## src/hdl/rv_decode_pkg.sv

```systemverilog
`default_nettype none

package rv_decode_pkg;

  // instruction word and register index
  typedef logic [31:0] inst_t;
  typedef logic [4:0]  reg_idx_t;

  // decode result codes
  typedef logic [3:0] class_t;
  typedef logic [2:0] fmt_t;
  typedef logic [4:0] alu_op_t;
  typedef logic [3:0] mem_op_t;
  typedef logic [3:0] exc_op_t;
  typedef logic [1:0] pc_op_t;

  // instruction classes, one per kept opcode
  localparam class_t CLASS_NONE      = 4'd0;
  localparam class_t CLASS_LUI       = 4'd1;
  localparam class_t CLASS_AUIPC     = 4'd2;
  localparam class_t CLASS_JAL       = 4'd3;
  localparam class_t CLASS_JALR      = 4'd4;
  localparam class_t CLASS_BRANCH    = 4'd5;
  localparam class_t CLASS_LOAD      = 4'd6;
  localparam class_t CLASS_STORE     = 4'd7;
  localparam class_t CLASS_OP_IMM    = 4'd8;
  localparam class_t CLASS_OP_IMM_32 = 4'd9;
  localparam class_t CLASS_OP        = 4'd10;
  localparam class_t CLASS_OP_32     = 4'd11;
  localparam class_t CLASS_SYSTEM    = 4'd12;

  // operand formats
  localparam fmt_t FMT_NONE = 3'd0;
  localparam fmt_t FMT_R    = 3'd1;
  localparam fmt_t FMT_I    = 3'd2;
  localparam fmt_t FMT_S    = 3'd3;
  localparam fmt_t FMT_B    = 3'd4;
  localparam fmt_t FMT_U    = 3'd5;
  localparam fmt_t FMT_J    = 3'd6;

  localparam alu_op_t ALUOP_NONE = 5'd0;
  localparam alu_op_t ALUOP_ADD  = 5'd1;
  localparam alu_op_t ALUOP_SUB  = 5'd2;
  localparam alu_op_t ALUOP_XOR  = 5'd3;
  localparam alu_op_t ALUOP_AND  = 5'd4;
  localparam alu_op_t ALUOP_OR   = 5'd5;
  localparam alu_op_t ALUOP_SLL  = 5'd6;
  localparam alu_op_t ALUOP_SRL  = 5'd7;
  localparam alu_op_t ALUOP_SRA  = 5'd8;
  localparam alu_op_t ALUOP_SLT  = 5'd9;
  localparam alu_op_t ALUOP_SLTU = 5'd10;
  // branch compares, kept contiguous
  localparam alu_op_t ALUOP_BEQ  = 5'd11;
  localparam alu_op_t ALUOP_BNE  = 5'd12;
  localparam alu_op_t ALUOP_BLT  = 5'd13;
  localparam alu_op_t ALUOP_BGE  = 5'd14;
  localparam alu_op_t ALUOP_BLTU = 5'd15;
  localparam alu_op_t ALUOP_BGEU = 5'd16;

  localparam mem_op_t MEMOP_NONE = 4'd0;
  localparam mem_op_t MEMOP_LB   = 4'd1;
  localparam mem_op_t MEMOP_LH   = 4'd2;
  localparam mem_op_t MEMOP_LW   = 4'd3;
  localparam mem_op_t MEMOP_LD   = 4'd4;
  localparam mem_op_t MEMOP_LBU  = 4'd5;
  localparam mem_op_t MEMOP_LHU  = 4'd6;
  localparam mem_op_t MEMOP_LWU  = 4'd7;
  localparam mem_op_t MEMOP_SB   = 4'd8;
  localparam mem_op_t MEMOP_SH   = 4'd9;
  localparam mem_op_t MEMOP_SW   = 4'd10;
  localparam mem_op_t MEMOP_SD   = 4'd11;

  localparam exc_op_t EXCOP_NONE    = 4'd0;
  localparam exc_op_t EXCOP_LUI     = 4'd1;
  localparam exc_op_t EXCOP_AUIPC   = 4'd2;
  localparam exc_op_t EXCOP_JAL     = 4'd3;
  localparam exc_op_t EXCOP_JALR    = 4'd4;
  localparam exc_op_t EXCOP_BRANCH  = 4'd5;
  localparam exc_op_t EXCOP_LOAD    = 4'd6;
  localparam exc_op_t EXCOP_STORE   = 4'd7;
  localparam exc_op_t EXCOP_OPIMM   = 4'd8;
  localparam exc_op_t EXCOP_OPIMM32 = 4'd9;
  localparam exc_op_t EXCOP_OP      = 4'd10;
  localparam exc_op_t EXCOP_OP32    = 4'd11;
  localparam exc_op_t EXCOP_EBREAK  = 4'd12;

  localparam pc_op_t PCOP_INC4   = 2'd0;
  localparam pc_op_t PCOP_BRANCH = 2'd1;
  localparam pc_op_t PCOP_JAL    = 2'd2;
  localparam pc_op_t PCOP_JALR   = 2'd3;

endpackage

`default_nettype wire
```

## src/hdl/rv_decode_top.sv

```systemverilog
`timescale 1ns/1ps
`default_nettype none

module rv_decode_top #(
  parameter int XLEN = 64
) (
  input  wire                       clk,
  input  wire                       rst_n,
  input  wire                       inst_valid,
  input  wire rv_decode_pkg::inst_t inst_data,
  output logic                      out_valid,
  output rv_decode_pkg::reg_idx_t   rs1_idx,
  output rv_decode_pkg::reg_idx_t   rs2_idx,
  output rv_decode_pkg::reg_idx_t   rd_idx,
  output logic [XLEN-1:0]           imm_data,
  output rv_decode_pkg::alu_op_t    alu_op,
  output rv_decode_pkg::mem_op_t    mem_op,
  output rv_decode_pkg::exc_op_t    exc_op,
  output rv_decode_pkg::pc_op_t     pc_op
);

  rv_decode_pkg::class_t   inst_class;
  rv_decode_pkg::fmt_t     fmt;
  // combinational decode results, ahead of the register
  rv_decode_pkg::reg_idx_t rs1_idx_d;
  rv_decode_pkg::reg_idx_t rs2_idx_d;
  rv_decode_pkg::reg_idx_t rd_idx_d;
  logic [XLEN-1:0]         imm_data_d;
  rv_decode_pkg::alu_op_t  alu_op_d;
  rv_decode_pkg::mem_op_t  mem_op_d;
  rv_decode_pkg::exc_op_t  exc_op_d;
  rv_decode_pkg::pc_op_t   pc_op_d;

  rv_opcode_class u_class (
    .inst_data  (inst_data),
    .inst_class (inst_class),
    .fmt        (fmt)
  );

  rv_operand_extract #(.XLEN(XLEN)) u_operand (
    .inst_data (inst_data),
    .fmt       (fmt),
    .rs1_idx   (rs1_idx_d),
    .rs2_idx   (rs2_idx_d),
    .rd_idx    (rd_idx_d),
    .imm_data  (imm_data_d)
  );

  rv_alu_op_decode u_alu (
    .inst_data  (inst_data),
    .inst_class (inst_class),
    .alu_op     (alu_op_d)
  );

  rv_ctrl_decode u_ctrl (
    .inst_data  (inst_data),
    .inst_class (inst_class),
    .mem_op     (mem_op_d),
    .exc_op     (exc_op_d),
    .pc_op      (pc_op_d)
  );

  // single pipeline stage on the way out
  rv_decode_reg #(.XLEN(XLEN)) u_reg (
    .clk        (clk),
    .rst_n      (rst_n),
    .inst_valid (inst_valid),
    .rs1_idx    (rs1_idx_d),
    .rs2_idx    (rs2_idx_d),
    .rd_idx     (rd_idx_d),
    .imm_data   (imm_data_d),
    .alu_op     (alu_op_d),
    .mem_op     (mem_op_d),
    .exc_op     (exc_op_d),
    .pc_op      (pc_op_d),
    .out_valid  (out_valid),
    .rs1_idx_q  (rs1_idx),
    .rs2_idx_q  (rs2_idx),
    .rd_idx_q   (rd_idx),
    .imm_data_q (imm_data),
    .alu_op_q   (alu_op),
    .mem_op_q   (mem_op),
    .exc_op_q   (exc_op),
    .pc_op_q    (pc_op)
  );

endmodule

`default_nettype wire

```

## src/hdl/rv_decode_reg.sv

```systemverilog
`timescale 1ns/1ps
`default_nettype none

module rv_decode_reg #(
  parameter int XLEN = 64
) (
  input  wire                          clk,
  input  wire                          rst_n,
  input  wire                          inst_valid,
  input  wire rv_decode_pkg::reg_idx_t rs1_idx,
  input  wire rv_decode_pkg::reg_idx_t rs2_idx,
  input  wire rv_decode_pkg::reg_idx_t rd_idx,
  input  wire [XLEN-1:0]               imm_data,
  input  wire rv_decode_pkg::alu_op_t  alu_op,
  input  wire rv_decode_pkg::mem_op_t  mem_op,
  input  wire rv_decode_pkg::exc_op_t  exc_op,
  input  wire rv_decode_pkg::pc_op_t   pc_op,
  output logic                         out_valid,
  output rv_decode_pkg::reg_idx_t      rs1_idx_q,
  output rv_decode_pkg::reg_idx_t      rs2_idx_q,
  output rv_decode_pkg::reg_idx_t      rd_idx_q,
  output logic [XLEN-1:0]              imm_data_q,
  output rv_decode_pkg::alu_op_t       alu_op_q,
  output rv_decode_pkg::mem_op_t       mem_op_q,
  output rv_decode_pkg::exc_op_t       exc_op_q,
  output rv_decode_pkg::pc_op_t        pc_op_q
);

  always_ff @(posedge clk) begin
    if (!rst_n) begin
      out_valid <= 1'b0;
    end else begin
      out_valid <= inst_valid;
    end
  end

  // idle cycles leave every field at zero
  always_ff @(posedge clk) begin
    if (!rst_n || !inst_valid) begin
      rs1_idx_q  <= '0;
      rs2_idx_q  <= '0;
      rd_idx_q   <= '0;
      imm_data_q <= '0;
      alu_op_q   <= rv_decode_pkg::ALUOP_NONE;
      mem_op_q   <= rv_decode_pkg::MEMOP_NONE;
      exc_op_q   <= rv_decode_pkg::EXCOP_NONE;
      pc_op_q    <= rv_decode_pkg::PCOP_INC4;
    end else begin
      rs1_idx_q  <= rs1_idx;
      rs2_idx_q  <= rs2_idx;
      rd_idx_q   <= rd_idx;
      imm_data_q <= imm_data;
      alu_op_q   <= alu_op;
      mem_op_q   <= mem_op;
      exc_op_q   <= exc_op;
      pc_op_q    <= pc_op;
    end
  end

  a_idle_zero: assert property (@(posedge clk) disable iff (!rst_n)
    !out_valid |-> (rs1_idx_q == '0 && rs2_idx_q == '0 && rd_idx_q == '0 &&
                    imm_data_q == '0 && alu_op_q == '0 && mem_op_q == '0 &&
                    exc_op_q == '0 && pc_op_q == '0));

  // memory code and execute class come from separate slices
  a_mem_is_ldst: assert property (@(posedge clk) disable iff (!rst_n)
    (mem_op_q != rv_decode_pkg::MEMOP_NONE) |->
      (exc_op_q == rv_decode_pkg::EXCOP_LOAD || exc_op_q == rv_decode_pkg::EXCOP_STORE));

  // a branch with an undefined func3 still steers the pc but gets no compare
  a_branch_cmp: assert property (@(posedge clk) disable iff (!rst_n)
    (pc_op_q == rv_decode_pkg::PCOP_BRANCH) |->
      (alu_op_q == rv_decode_pkg::ALUOP_NONE ||
       (alu_op_q >= rv_decode_pkg::ALUOP_BEQ && alu_op_q <= rv_decode_pkg::ALUOP_BGEU)));

endmodule

`default_nettype wire

```

## src/hdl/rv_ctrl_decode.sv

```systemverilog
`timescale 1ns/1ps
`default_nettype none

module rv_ctrl_decode (
  input  wire rv_decode_pkg::inst_t  inst_data,
  input  wire rv_decode_pkg::class_t inst_class,
  output rv_decode_pkg::mem_op_t     mem_op,
  output rv_decode_pkg::exc_op_t     exc_op,
  output rv_decode_pkg::pc_op_t      pc_op
);

  logic [2:0] func3;
  logic       is_ebreak;

  assign func3     = inst_data[14:12];
  assign is_ebreak = (inst_class == rv_decode_pkg::CLASS_SYSTEM) && (func3 == 3'd0) &&
                     (inst_data[31:20] == 12'd1);

  // access width and sign from func3
  always_comb begin
    mem_op = rv_decode_pkg::MEMOP_NONE;
    if (inst_class == rv_decode_pkg::CLASS_LOAD) begin
      case (func3)
        3'd0:    mem_op = rv_decode_pkg::MEMOP_LB;
        3'd1:    mem_op = rv_decode_pkg::MEMOP_LH;
        3'd2:    mem_op = rv_decode_pkg::MEMOP_LW;
        3'd3:    mem_op = rv_decode_pkg::MEMOP_LD;
        3'd4:    mem_op = rv_decode_pkg::MEMOP_LBU;
        3'd5:    mem_op = rv_decode_pkg::MEMOP_LHU;
        3'd6:    mem_op = rv_decode_pkg::MEMOP_LWU;
        default: mem_op = rv_decode_pkg::MEMOP_NONE;
      endcase
    end else if (inst_class == rv_decode_pkg::CLASS_STORE) begin
      case (func3)
        3'd0:    mem_op = rv_decode_pkg::MEMOP_SB;
        3'd1:    mem_op = rv_decode_pkg::MEMOP_SH;
        3'd2:    mem_op = rv_decode_pkg::MEMOP_SW;
        3'd3:    mem_op = rv_decode_pkg::MEMOP_SD;
        default: mem_op = rv_decode_pkg::MEMOP_NONE;
      endcase
    end
  end

  always_comb begin
    case (inst_class)
      rv_decode_pkg::CLASS_LUI:       exc_op = rv_decode_pkg::EXCOP_LUI;
      rv_decode_pkg::CLASS_AUIPC:     exc_op = rv_decode_pkg::EXCOP_AUIPC;
      rv_decode_pkg::CLASS_JAL:       exc_op = rv_decode_pkg::EXCOP_JAL;
      rv_decode_pkg::CLASS_JALR:      exc_op = rv_decode_pkg::EXCOP_JALR;
      rv_decode_pkg::CLASS_BRANCH:    exc_op = rv_decode_pkg::EXCOP_BRANCH;
      rv_decode_pkg::CLASS_LOAD:      exc_op = rv_decode_pkg::EXCOP_LOAD;
      rv_decode_pkg::CLASS_STORE:     exc_op = rv_decode_pkg::EXCOP_STORE;
      rv_decode_pkg::CLASS_OP_IMM:    exc_op = rv_decode_pkg::EXCOP_OPIMM;
      rv_decode_pkg::CLASS_OP_IMM_32: exc_op = rv_decode_pkg::EXCOP_OPIMM32;
      rv_decode_pkg::CLASS_OP:        exc_op = rv_decode_pkg::EXCOP_OP;
      rv_decode_pkg::CLASS_OP_32:     exc_op = rv_decode_pkg::EXCOP_OP32;
      // ecall and csr ops are not decoded
      default: exc_op = is_ebreak ? rv_decode_pkg::EXCOP_EBREAK : rv_decode_pkg::EXCOP_NONE;
    endcase
  end

  // branch first, then jal, then jalr
  always_comb begin
    if (inst_class == rv_decode_pkg::CLASS_BRANCH) begin
      pc_op = rv_decode_pkg::PCOP_BRANCH;
    end else if (inst_class == rv_decode_pkg::CLASS_JAL) begin
      pc_op = rv_decode_pkg::PCOP_JAL;
    end else if (inst_class == rv_decode_pkg::CLASS_JALR && func3 == 3'd0) begin
      pc_op = rv_decode_pkg::PCOP_JALR;
    end else begin
      pc_op = rv_decode_pkg::PCOP_INC4;
    end
  end

endmodule

`default_nettype wire

```

## src/hdl/rv_alu_op_decode.sv

```systemverilog
`timescale 1ns/1ps
`default_nettype none

module rv_alu_op_decode (
  input  wire rv_decode_pkg::inst_t  inst_data,
  input  wire rv_decode_pkg::class_t inst_class,
  output rv_decode_pkg::alu_op_t     alu_op
);

  logic [2:0] func3;
  logic       f7_zero;
  logic       f7_alt;
  logic       f6_zero;
  logic       f6_alt;

  assign func3   = inst_data[14:12];
  assign f7_zero = (inst_data[31:25] == 7'b0000000);
  assign f7_alt  = (inst_data[31:25] == 7'b0100000);
  // rv64 op_imm shifts use a 6-bit shamt, so only funct6 is fixed
  assign f6_zero = (inst_data[31:26] == 6'b000000);
  assign f6_alt  = (inst_data[31:26] == 6'b010000);

  always_comb begin
    alu_op = rv_decode_pkg::ALUOP_NONE;
    case (inst_class)
      rv_decode_pkg::CLASS_AUIPC,
      rv_decode_pkg::CLASS_JAL,
      rv_decode_pkg::CLASS_LOAD,
      rv_decode_pkg::CLASS_STORE: alu_op = rv_decode_pkg::ALUOP_ADD;
      rv_decode_pkg::CLASS_JALR: begin
        if (func3 == 3'd0) alu_op = rv_decode_pkg::ALUOP_ADD;
      end
      rv_decode_pkg::CLASS_BRANCH: begin
        case (func3)
          3'd0:    alu_op = rv_decode_pkg::ALUOP_BEQ;
          3'd1:    alu_op = rv_decode_pkg::ALUOP_BNE;
          3'd4:    alu_op = rv_decode_pkg::ALUOP_BLT;
          3'd5:    alu_op = rv_decode_pkg::ALUOP_BGE;
          3'd6:    alu_op = rv_decode_pkg::ALUOP_BLTU;
          3'd7:    alu_op = rv_decode_pkg::ALUOP_BGEU;
          default: alu_op = rv_decode_pkg::ALUOP_NONE;
        endcase
      end
      rv_decode_pkg::CLASS_OP_IMM: begin
        case (func3)
          3'd0: alu_op = rv_decode_pkg::ALUOP_ADD;
          3'd1: if (f6_zero) alu_op = rv_decode_pkg::ALUOP_SLL;
          3'd2: alu_op = rv_decode_pkg::ALUOP_SLT;
          3'd3: alu_op = rv_decode_pkg::ALUOP_SLTU;
          3'd4: alu_op = rv_decode_pkg::ALUOP_XOR;
          3'd5: begin
            if (f6_zero) alu_op = rv_decode_pkg::ALUOP_SRL;
            else if (f6_alt) alu_op = rv_decode_pkg::ALUOP_SRA;
          end
          3'd6: alu_op = rv_decode_pkg::ALUOP_OR;
          3'd7: alu_op = rv_decode_pkg::ALUOP_AND;
        endcase
      end
      rv_decode_pkg::CLASS_OP_IMM_32: begin
        // addiw, slliw, srliw, sraiw
        if (func3 == 3'd0) alu_op = rv_decode_pkg::ALUOP_ADD;
        else if (func3 == 3'd1 && f7_zero) alu_op = rv_decode_pkg::ALUOP_SLL;
        else if (func3 == 3'd5 && f7_zero) alu_op = rv_decode_pkg::ALUOP_SRL;
        else if (func3 == 3'd5 && f7_alt) alu_op = rv_decode_pkg::ALUOP_SRA;
      end
      rv_decode_pkg::CLASS_OP: begin
        if (f7_zero) begin
          case (func3)
            3'd0: alu_op = rv_decode_pkg::ALUOP_ADD;
            3'd1: alu_op = rv_decode_pkg::ALUOP_SLL;
            3'd2: alu_op = rv_decode_pkg::ALUOP_SLT;
            3'd3: alu_op = rv_decode_pkg::ALUOP_SLTU;
            3'd4: alu_op = rv_decode_pkg::ALUOP_XOR;
            3'd5: alu_op = rv_decode_pkg::ALUOP_SRL;
            3'd6: alu_op = rv_decode_pkg::ALUOP_OR;
            3'd7: alu_op = rv_decode_pkg::ALUOP_AND;
          endcase
        end else if (f7_alt) begin
          if (func3 == 3'd0) alu_op = rv_decode_pkg::ALUOP_SUB;
          else if (func3 == 3'd5) alu_op = rv_decode_pkg::ALUOP_SRA;
        end
      end
      rv_decode_pkg::CLASS_OP_32: begin
        // only the W forms live here
        if (func3 == 3'd0 && f7_zero) alu_op = rv_decode_pkg::ALUOP_ADD;
        else if (func3 == 3'd0 && f7_alt) alu_op = rv_decode_pkg::ALUOP_SUB;
        else if (func3 == 3'd1 && f7_zero) alu_op = rv_decode_pkg::ALUOP_SLL;
        else if (func3 == 3'd5 && f7_zero) alu_op = rv_decode_pkg::ALUOP_SRL;
        else if (func3 == 3'd5 && f7_alt) alu_op = rv_decode_pkg::ALUOP_SRA;
      end
      default: alu_op = rv_decode_pkg::ALUOP_NONE;
    endcase
  end

endmodule

`default_nettype wire

```

## src/hdl/rv_operand_extract.sv

```systemverilog
`timescale 1ns/1ps
`default_nettype none

module rv_operand_extract #(
  parameter int XLEN = 64
) (
  input  wire rv_decode_pkg::inst_t inst_data,
  input  wire rv_decode_pkg::fmt_t  fmt,
  output rv_decode_pkg::reg_idx_t   rs1_idx,
  output rv_decode_pkg::reg_idx_t   rs2_idx,
  output rv_decode_pkg::reg_idx_t   rd_idx,
  output logic [XLEN-1:0]           imm_data
);

  // 32-bit signed layouts, widened to XLEN on assignment
  logic signed [31:0] imm_i;
  logic signed [31:0] imm_s;
  logic signed [31:0] imm_b;
  logic signed [31:0] imm_u;
  logic signed [31:0] imm_j;

  assign imm_i = {{20{inst_data[31]}}, inst_data[31:20]};
  assign imm_s = {{20{inst_data[31]}}, inst_data[31:25], inst_data[11:7]};
  assign imm_b = {{19{inst_data[31]}}, inst_data[31], inst_data[7],
                  inst_data[30:25], inst_data[11:8], 1'b0};
  assign imm_u = {inst_data[31:12], 12'b0};
  assign imm_j = {{11{inst_data[31]}}, inst_data[31], inst_data[19:12],
                  inst_data[20], inst_data[30:21], 1'b0};

  // index fields only where the format has them
  assign rs1_idx = (fmt == rv_decode_pkg::FMT_R || fmt == rv_decode_pkg::FMT_I ||
                    fmt == rv_decode_pkg::FMT_S || fmt == rv_decode_pkg::FMT_B) ?
                   inst_data[19:15] : 5'd0;
  assign rs2_idx = (fmt == rv_decode_pkg::FMT_R || fmt == rv_decode_pkg::FMT_S ||
                    fmt == rv_decode_pkg::FMT_B) ? inst_data[24:20] : 5'd0;
  assign rd_idx  = (fmt == rv_decode_pkg::FMT_R || fmt == rv_decode_pkg::FMT_I ||
                    fmt == rv_decode_pkg::FMT_U || fmt == rv_decode_pkg::FMT_J) ?
                   inst_data[11:7] : 5'd0;

  // signed source sign-extends into the wider target
  always_comb begin
    case (fmt)
      rv_decode_pkg::FMT_I: imm_data = imm_i;
      rv_decode_pkg::FMT_S: imm_data = imm_s;
      rv_decode_pkg::FMT_B: imm_data = imm_b;
      rv_decode_pkg::FMT_U: imm_data = imm_u;
      rv_decode_pkg::FMT_J: imm_data = imm_j;
      default:              imm_data = '0;
    endcase
  end

endmodule

`default_nettype wire

```

## src/hdl/rv_opcode_class.sv

```systemverilog
`timescale 1ns/1ps
`default_nettype none

module rv_opcode_class (
  input  wire rv_decode_pkg::inst_t inst_data,
  output rv_decode_pkg::class_t     inst_class,
  output rv_decode_pkg::fmt_t       fmt
);

  // standard opcodes, low two bits always 11
  always_comb begin
    case (inst_data[6:0])
      7'b0110111: inst_class = rv_decode_pkg::CLASS_LUI;
      7'b0010111: inst_class = rv_decode_pkg::CLASS_AUIPC;
      7'b1101111: inst_class = rv_decode_pkg::CLASS_JAL;
      7'b1100111: inst_class = rv_decode_pkg::CLASS_JALR;
      7'b1100011: inst_class = rv_decode_pkg::CLASS_BRANCH;
      7'b0000011: inst_class = rv_decode_pkg::CLASS_LOAD;
      7'b0100011: inst_class = rv_decode_pkg::CLASS_STORE;
      7'b0010011: inst_class = rv_decode_pkg::CLASS_OP_IMM;
      7'b0011011: inst_class = rv_decode_pkg::CLASS_OP_IMM_32;
      7'b0110011: inst_class = rv_decode_pkg::CLASS_OP;
      7'b0111011: inst_class = rv_decode_pkg::CLASS_OP_32;
      7'b1110011: inst_class = rv_decode_pkg::CLASS_SYSTEM;
      // fence, fp, amo, custom and reserved all land here
      default:    inst_class = rv_decode_pkg::CLASS_NONE;
    endcase
  end

  // operand format per class
  always_comb begin
    case (inst_class)
      rv_decode_pkg::CLASS_OP,
      rv_decode_pkg::CLASS_OP_32:     fmt = rv_decode_pkg::FMT_R;
      rv_decode_pkg::CLASS_LOAD,
      rv_decode_pkg::CLASS_OP_IMM,
      rv_decode_pkg::CLASS_OP_IMM_32,
      rv_decode_pkg::CLASS_JALR:      fmt = rv_decode_pkg::FMT_I;
      rv_decode_pkg::CLASS_STORE:     fmt = rv_decode_pkg::FMT_S;
      rv_decode_pkg::CLASS_BRANCH:    fmt = rv_decode_pkg::FMT_B;
      rv_decode_pkg::CLASS_LUI,
      rv_decode_pkg::CLASS_AUIPC:     fmt = rv_decode_pkg::FMT_U;
      rv_decode_pkg::CLASS_JAL:       fmt = rv_decode_pkg::FMT_J;
      default:                        fmt = rv_decode_pkg::FMT_NONE;
    endcase
  end

endmodule

`default_nettype wire

```

## config.mk

```make
export PLATFORM = sky130hd
export DESIGN_NAME = rv_decode_top
export DESIGN_NICKNAME = d
export VERILOG_FILES = /design/src/hdl/rv_decode_pkg.sv /design/src/hdl/rv_decode_top.sv /design/src/hdl/rv_decode_reg.sv /design/src/hdl/rv_ctrl_decode.sv /design/src/hdl/rv_alu_op_decode.sv /design/src/hdl/rv_operand_extract.sv /design/src/hdl/rv_opcode_class.sv
export SDC_FILE = /design/constraint.sdc
export NUM_CORES = 1
export LEC_CHECK = 0
export BUFFER_PORTS_ARGS = -buffer_cell sky130_fd_sc_hd__buf_2
export CORE_AREA = 5 5 83 85
export CTS_BUF_LIST = sky130_fd_sc_hd__clkbuf_4 sky130_fd_sc_hd__clkbuf_8
export CTS_CLUSTER_SIZE = 10
export DETAILED_ROUTE_END_ITERATION = 7
export DIE_AREA = 0 0 88 90
export PLACE_DENSITY = 0.87
export SYNTH_ARGS = -nofsm -noshare
export SYNTH_HDL_FRONTEND = slang
export SYNTH_SLANG_ARGS = --single-unit
```

## constraint.sdc

```tcl
create_clock -name clk -period 5.4 [get_ports clk]
set_input_delay 0.27 -clock clk [delete_from_list [all_inputs] [get_ports clk]]
set_output_delay 0.27 -clock clk [all_outputs]
set_load 0.05 [all_outputs]
```

==> flow_summary.toml, run 1 <==
[timing]
drv_slew = 0
setup_ws_ps = 2103
post-route-period-util = 0.6106
finalSetupTns_ps = 0
hold_viol_final = 0
slew_headroom = 0.4551
fin_crit_ps = 3297
setup_violations = 0
rsz0062_at_grt = "no"
fmax_mhz = 303.3
worst_pin_slew_ps = 809.8
whs_ps = 143.4

[routing]
wl_um = 8344
drt_iter0_markers = 208
vias_per_cell = 5.382
routedWlPerCell_um = 14.90
ant_nets = 0
drc_errors = 0
vias = 3014
dr.pass1.iters = 4

[clock_network]
htreeDepth = 3
tritoncts = "yes"
hold_buffers = 0
cts.sinks = 63
cts_setup_buffers = 0
clkTransAtPathRegs_ps = 80
cts-buffers-inserted = 9
post_cts_resized = 0
cts_buffer_depth = 2
cts_root_buf = "clkbuf_8"

[setup_path]
cp_cell_sequence = "buf_2 -> nor3b_1 -> o21ai_0 -> nand2_1 -> nand2_1 -> inv_1 -> ha_1 -> a22oi_1 -> o21a_1 -> ha_1 -> nor4_1 -> o31ai_1 -> a22oi_1 -> a21oi_1"
cp_top_family = "compound AO/OA/AOI/OAI gates"
critical_path_buf_inv_count = 2
startpoint_type = "input port"
slowest_stage = "nor3b_1"
required_ps = 5590
crit_fanout = 18
arrival_ps = 3480
critPathCaptureType = "flip-flop"
criticalPathCategory = "input port to flip-flop"
critPathMaxStageDelay_ps = 530

[floorplanning]
ios = 130
coreArea_mm2 = 0.006132
die_width_um = 88
dieHeight_um = 90
rows = 29
die_area_mm2 = 0.007920
start_util = 0.5205

[power]
p_total_w = 0.0009429
power_density_mw_per_mm2 = 249.4
ir_worst_vdd_v = 0.0001850
leakage_nw = 1.845

[hold_path]
hold_path.class = "input port to flip-flop"

[synthesis]
ys.flop_type = "dfxtp_1"
yosysTopAreaCell = "dfxtp_1"
synth_cell_types = 53
synth_seq_cells = 63
synth_nets = 432
yosys-top-cells-area = "dfxtp_1 (40%), nand2_1 (8.7%), buf_4 (7.8%)"
syn_avg_cell_area_um2 = 8.184
synth_edf_count = 0
netlist_instances = 390
synthArstFlopShare = 0
yosysWarnings = 0
yosysTopAreaCellShare = 0.3951
syn_area_mm2 = 0.003192
yosysSeqAreaShare = 0.3951

[placement]
preCtsSetupSlack_ps = 1802
place_area_mm2 = 0.003602
routabilityCongestion = 0.8898
dp_hpwl_um = 6174
numPortBuffers = 129

[layout]
fill_cells = 550
syn_to_final_growth_pct = 18.46
final_cell_area_mm2 = 0.003781
layout-drive-gt1-share = 0.3188
final-seq-area_mm2 = 0.001261
multi_input_area_mm2 = 0.001546
antenna_cells = 0
fin_nets = 520

[grt]
gr-total-overflow = 0
grt_max_degree = 34
grt_pass1_vias = 2739
grt_pass1_wl_um = 13050
grt.total_usage = 0.2043
antenna_found_initial = 0

[run_status]
status = "finished, final reports clean"

[flow_run]
cap_viol_max_count = 0
## synth_stat cells, types with 6 or more instances
cell type,n
ha_1,7
nand3_1,7
inv_1,11
nor2_1,22
dfxtp_1,63
buf_2,7
o21ai_0,27
nor3_1,8
a21oi_1,26
clkbuf_1,11
nand2b_1,6
buf_4,33
and2_1,15
nand2_1,74
## tightest hold or removal path, cell delays in order
cell     delay [ps]
buf_2            90
nand2_1          40
nand2_1          50
## routing by layer
| layer | share of wire | wire (um) | GRT usage |
|---|---|---|---|
| met1 | 0.41 | 3429 | 0.2532 |
| met2 | 0.49 | 4098 | 0.3423 |
| met5 | 0 | 0 | 0 |
| met3 | 0.093 | 774 | 0.05393 |
| met4 | 0.0050 | 42 | 0.06010 |
## sequential cells by signal, indices dropped and copies added, names as in the netlist
signal,count
u_reg.rs1_idx_q,5
u_reg.out_valid,1
u_reg.pc_op_q,2
u_reg.rs2_idx_q,5
u_reg.mem_op_q,4
u_reg.imm_data_q,32
u_reg.rd_idx_q,5
u_reg.exc_op_q,4
u_reg.alu_op_q,5
## through the flow
step                        util  cells
after floorplan                -    390
after global placement    0.5874    544
after detailed placement  0.5874    544
after CTS                 0.6166    560
after global routing      0.6166    560
final                     0.6166    560
## placed cells by master, fill, tap and decap left out, types with 3 or more instances in the layout
cell type,n
ha_1,7
nand2_1,74
nor2_1,22
nand2b_1,6
and3_1,5
and2_1,15
a22oi_1,4
o21ai_0,27
inv_1,11
a21oi_1,26
buf_2,129
nand4b_1,4
nand3b_1,3
or4_1,3
dfxtp_1,63
clkbuf_8,9
nor3_1,8
a32oi_1,3
o2111ai_1,3
a211oi_1,4
o21a_1,5
nand3_1,7
## power breakdown
| group | switching (W) | internal [W] | leakage [nW] | total, W |
|---|---|---|---|---|
| registers | 0.00000124 | 0.000468 | 0.508 | 0.000469 |
| clock network | 0.000196 | 0.000170 | 0.0862 | 0.000365 |
| logic | 0.0000763 | 0.0000318 | 1.25 | 0.000108 |
## area by class of cell
cell class                      count  share of cell area
Tap cell                           77             0.02548
Clock inverter                      7             0.01456
Multi-Input combinational cell    262              0.4090
Sequential cell                    63              0.3336
Clock buffer                        9             0.03276
Inverter                           12             0.01191
Timing Repair Buffer              130              0.1727
## cells by family after synthesis
logic type	count (synthesis)	synth area share
flip-flops	63	0.3951
multiplexers	1	0.003136
XOR/XNOR	3	0.008234
AND/OR/NAND/NOR	161	0.2528
adder cells (fa/ha/maj)	7	0.02744
buffers and inverters	65	0.1203
AO/OA/AOI/OAI	90	0.1929
## path summary, 6_finish.rpt
path / cells after the start / endpoint / from / slack (ps)
hold / removal: 3 / u_reg.imm_data_q[29]$_SDFF_PP0_ / inst_data[29] / 140
setup / recovery: 14 / u_reg.imm_data_q[15]$_SDFF_PP0_ / inst_data[2] / 2100
Note: power is estimated with default switching activity, not from simulation.
==> run 2, diff against run 1 <==
--- a/config.mk
+++ b/config.mk
@@ -5,13 +5,14 @@
 export SDC_FILE = /design/constraint.sdc
 export NUM_CORES = 1
 export LEC_CHECK = 0
+export ABC_AREA = 1
 export BUFFER_PORTS_ARGS = -buffer_cell sky130_fd_sc_hd__buf_2
-export CORE_AREA = 5 5 83 85
+export CORE_AREA = 5 5 92 94
 export CTS_BUF_LIST = sky130_fd_sc_hd__clkbuf_4 sky130_fd_sc_hd__clkbuf_8
 export CTS_CLUSTER_SIZE = 10
 export DETAILED_ROUTE_END_ITERATION = 7
-export DIE_AREA = 0 0 88 90
-export PLACE_DENSITY = 0.87
+export DIE_AREA = 0 0 97 99
+export PLACE_DENSITY = 0.77
 export SYNTH_ARGS = -nofsm -noshare
 export SYNTH_HDL_FRONTEND = slang
 export SYNTH_SLANG_ARGS = --single-unit
==> constraint.sdc (replaced) <==
create_clock -name clk -period 3 [get_ports clk]
set_input_delay 0.15 -clock clk [delete_from_list [all_inputs] [get_ports clk]]
set_output_delay 0.15 -clock clk [all_outputs]
set_load 0.05 [all_outputs]
==> run 2 against run 1 <==
Final area grew 6.3%. Critical path depth grew 5. Critical path type unchanged. Utilization shrank 8.6 points. Synthesized area grew 4.7%. Power grew 100%. Largest cell class unchanged. Sequential power grew 83%. Clock power grew 95%. Wire length grew 6.3%. Via count grew 11%. Non-clock buffer count grew 1. Worst hold slack lost 110 ps. Synthesized cell count grew 28%.
==> flow_summary.toml, run 2 <==
[grt]
gr-total-overflow = 0
grt.total_usage = 0.1875
antenna_found_initial = 0
grt_pass1_vias = 3158
grt_max_degree = 34
grt_pass1_wl_um = 14820

[timing]
setup_violations = 0
slew_headroom = 0.4639
hold_viol_final = 0
setup_ws_ps = 400.5
drv_slew = 0
fin_crit_ps = 2600
post-route-period-util = 0.8665
rsz0062_at_grt = "no"
finalSetupTns_ps = 0
worst_pin_slew_ps = 801.2
fmax_mhz = 384.7

[clock_network]
post_cts_resized = 0
cts_setup_buffers = 0
hold_buffers = 0
cts_root_buf = "clkbuf_8"
cts_buffer_depth = 2
clkTransAtPathRegs_ps = 70
tritoncts = "yes"
cts.sinks = 63
htreeDepth = 3
cts-buffers-inserted = 9

[setup_path]
startpoint_type = "input port"
cp_cell_sequence = "buf_2 -> nand2_1 -> nor2_1 -> nand2_1 -> nand2_1 -> inv_1 -> nand2_1 -> ha_1 -> inv_1 -> nor2_1 -> nor3_1 -> inv_1 -> ha_1 -> inv_1 -> nor2_1 -> a21oi_1 -> nand2_1 -> nand2_1 -> inv_1"
slowest_stage = "nor2_1"
cp_top_family = "simple AND/OR/NAND/NOR gates"
arrival_ps = 2890
crit_fanout = 12
criticalPathCategory = "input port to flip-flop"
required_ps = 3290
critPathMaxStageDelay_ps = 630
critPathMostFrequentCell = "nand2_1"
critPathCaptureType = "flip-flop"
critical_path_buf_inv_count = 6

[floorplanning]
coreArea_mm2 = 0.007567
ios = 130
die_area_mm2 = 0.009603
dieHeight_um = 99
die_width_um = 97
start_util = 0.4418
rows = 32

[layout]
fin_nets = 641
top_register = "u_reg.imm_data_q"
final_common_cell = "buf_2"
layout-drive-gt1-share = 0.2836
largest_reg_flops = 32
antenna_cells = 0
layout_common_cells = "buf_2 (129), nand2_1 (111), inv_1 (80), nor2_1 (75), dfxtp_1 (63)"
syn_to_final_growth_pct = 20.17
fill_cells = 752

[synthesis]
syn_avg_cell_area_um2 = 6.673
synth_edf_count = 0
synth_nets = 543
synth_seq_cells = 63
yosysTopAreaCellShare = 0.3772
yosysSeqAreaShare = 0.3772
synth_most_common_cell = "nand2_1"
yosys-top-cells-area = "dfxtp_1 (38%), nand2_1 (12%), inv_1 (9.0%)"
synthTopCellsByCount = "nand2_1 (111), inv_1 (80), nor2_1 (75)"
yosysTopAreaCell = "dfxtp_1"
synthArstFlopShare = 0
yosysWarnings = 0
syn_area_mm2 = 0.003343
netlist_instances = 501
ys.flop_type = "dfxtp_1"
synth_cell_types = 31

[routing]
vias_per_cell = 4.756
vias = 3353
ant_nets = 0
drt_iter0_markers = 208
wl_um = 8871
routedWlPerCell_um = 12.58
dr.pass1.iters = 5
drc_errors = 0

[run_status]
status = "finished, final reports clean"

[hold_path]
min_path_cells = 3
hold_path.class = "input port to flip-flop"
min_to = "u_reg.rs1_idx_q[0]$_SDFF_PP0_"
worstHoldStart = "inst_data[15]"

[placement]
dp_hpwl_um = 7066
preCtsSetupSlack_ps = 161.2
routabilityCongestion = 0.9024
numPortBuffers = 129

[power]
ir_worst_vdd_v = 0.0002040
power_density_mw_per_mm2 = 472.3
leakage_nw = 2.484

[flow_run]
cap_viol_max_count = 0
==> run 2: cell count changes after synthesis, moves of 10 or more <==
cell / change
inv_1: +69
nor2_1: +53
nand2_1: +37
nand3_1: +28
and2_1: -15
o21ai_0: -12
nand4_1: +10
==> run 2: logic make-up (layout without fill, tap and decap cells) <==
| logic type | after synthesis | count (layout) | synth area share |
|---|---|---|---|
| AO/OA/AOI/OAI | 44 | 44 | 0.07335 |
| adder cells (fa/ha/maj) | 7 | 7 | 0.02620 |
| flip-flops | 63 | 63 | 0.3772 |
| buffers and inverters | 128 | 230 | 0.1841 |
| AND/OR/NAND/NOR | 259 | 259 | 0.3391 |
==> run 2: worst max path at each step <==
stage                     depth (start not counted)                         endpoint  slack (ps)          from
after global routing                             19  u_reg.imm_data_q[23]$_SDFF_PP0_         100  inst_data[4]
after global placement                           18  u_reg.imm_data_q[16]$_SDFF_PP0_         270  inst_data[1]
after CTS                                        19  u_reg.imm_data_q[23]$_SDFF_PP0_         520  inst_data[6]
after floorplan                                  19  u_reg.imm_data_q[12]$_SDFF_PP0_         610  inst_data[6]
after detailed placement                         19  u_reg.imm_data_q[23]$_SDFF_PP0_         160  inst_data[6]
final                                            19  u_reg.imm_data_q[23]$_SDFF_PP0_         400  inst_data[6]
==> run 2: report_power, final <==
part,switching [W],internal [W],leakage [nW]
combinational,0.000245,0.0000803,1.88
sequential,0.00000606,0.000854,0.509
clock,0.000318,0.000395,0.0960
total,0.000568,0.00133,2.48
==> run 2: cell type report <==
cell class	count	area, um2	share of cell area
clock buffer	11	138.9	0.03457
timing repair buffer	131	660.6	0.1644
multi-input combinational	310	1466	0.3650
inverter	84	315.3	0.07848
clock inverter	4	47.55	0.01183
tap	102	127.6	0.03177
sequential	63	1261	0.3139
==> run 2: metal layers <==
layer / vias up / global-route usage / share of wire
met5: - / 0 / 0
met4: 0 / 0.06263 / 0.018
met3: 13 / 0.06511 / 0.080
met2: 136 / 0.3339 / 0.49
met1: 1496 / 0.2087 / 0.41
li1: 1708 / - / -
==> run 2: tightest hold or removal path, stage by stage <==
cell    delay [ps]
buf_2          110
inv_1           40
nor2_1          30
==> run 2: metrics by stage <==
| stage | std cells | hold slack, ps | power [W] | cell area [um2] | util |
|---|---|---|---|---|---|
| after floorplan | 501 | 262.2 | 0.001127 | 3343 | - |
| after global placement | 690 | 386.6 | 0.001200 | 3831 | 0.5063 |
| after detailed placement | 690 | 382.2 | 0.001202 | 3831 | 0.5063 |
| after CTS | 705 | 22.75 | 0.001908 | 4018 | 0.5309 |
| after global routing | 705 | 22.49 | 0.001988 | 4018 | 0.5309 |
| final | 705 | 30.10 | 0.001898 | 4018 | 0.5309 |
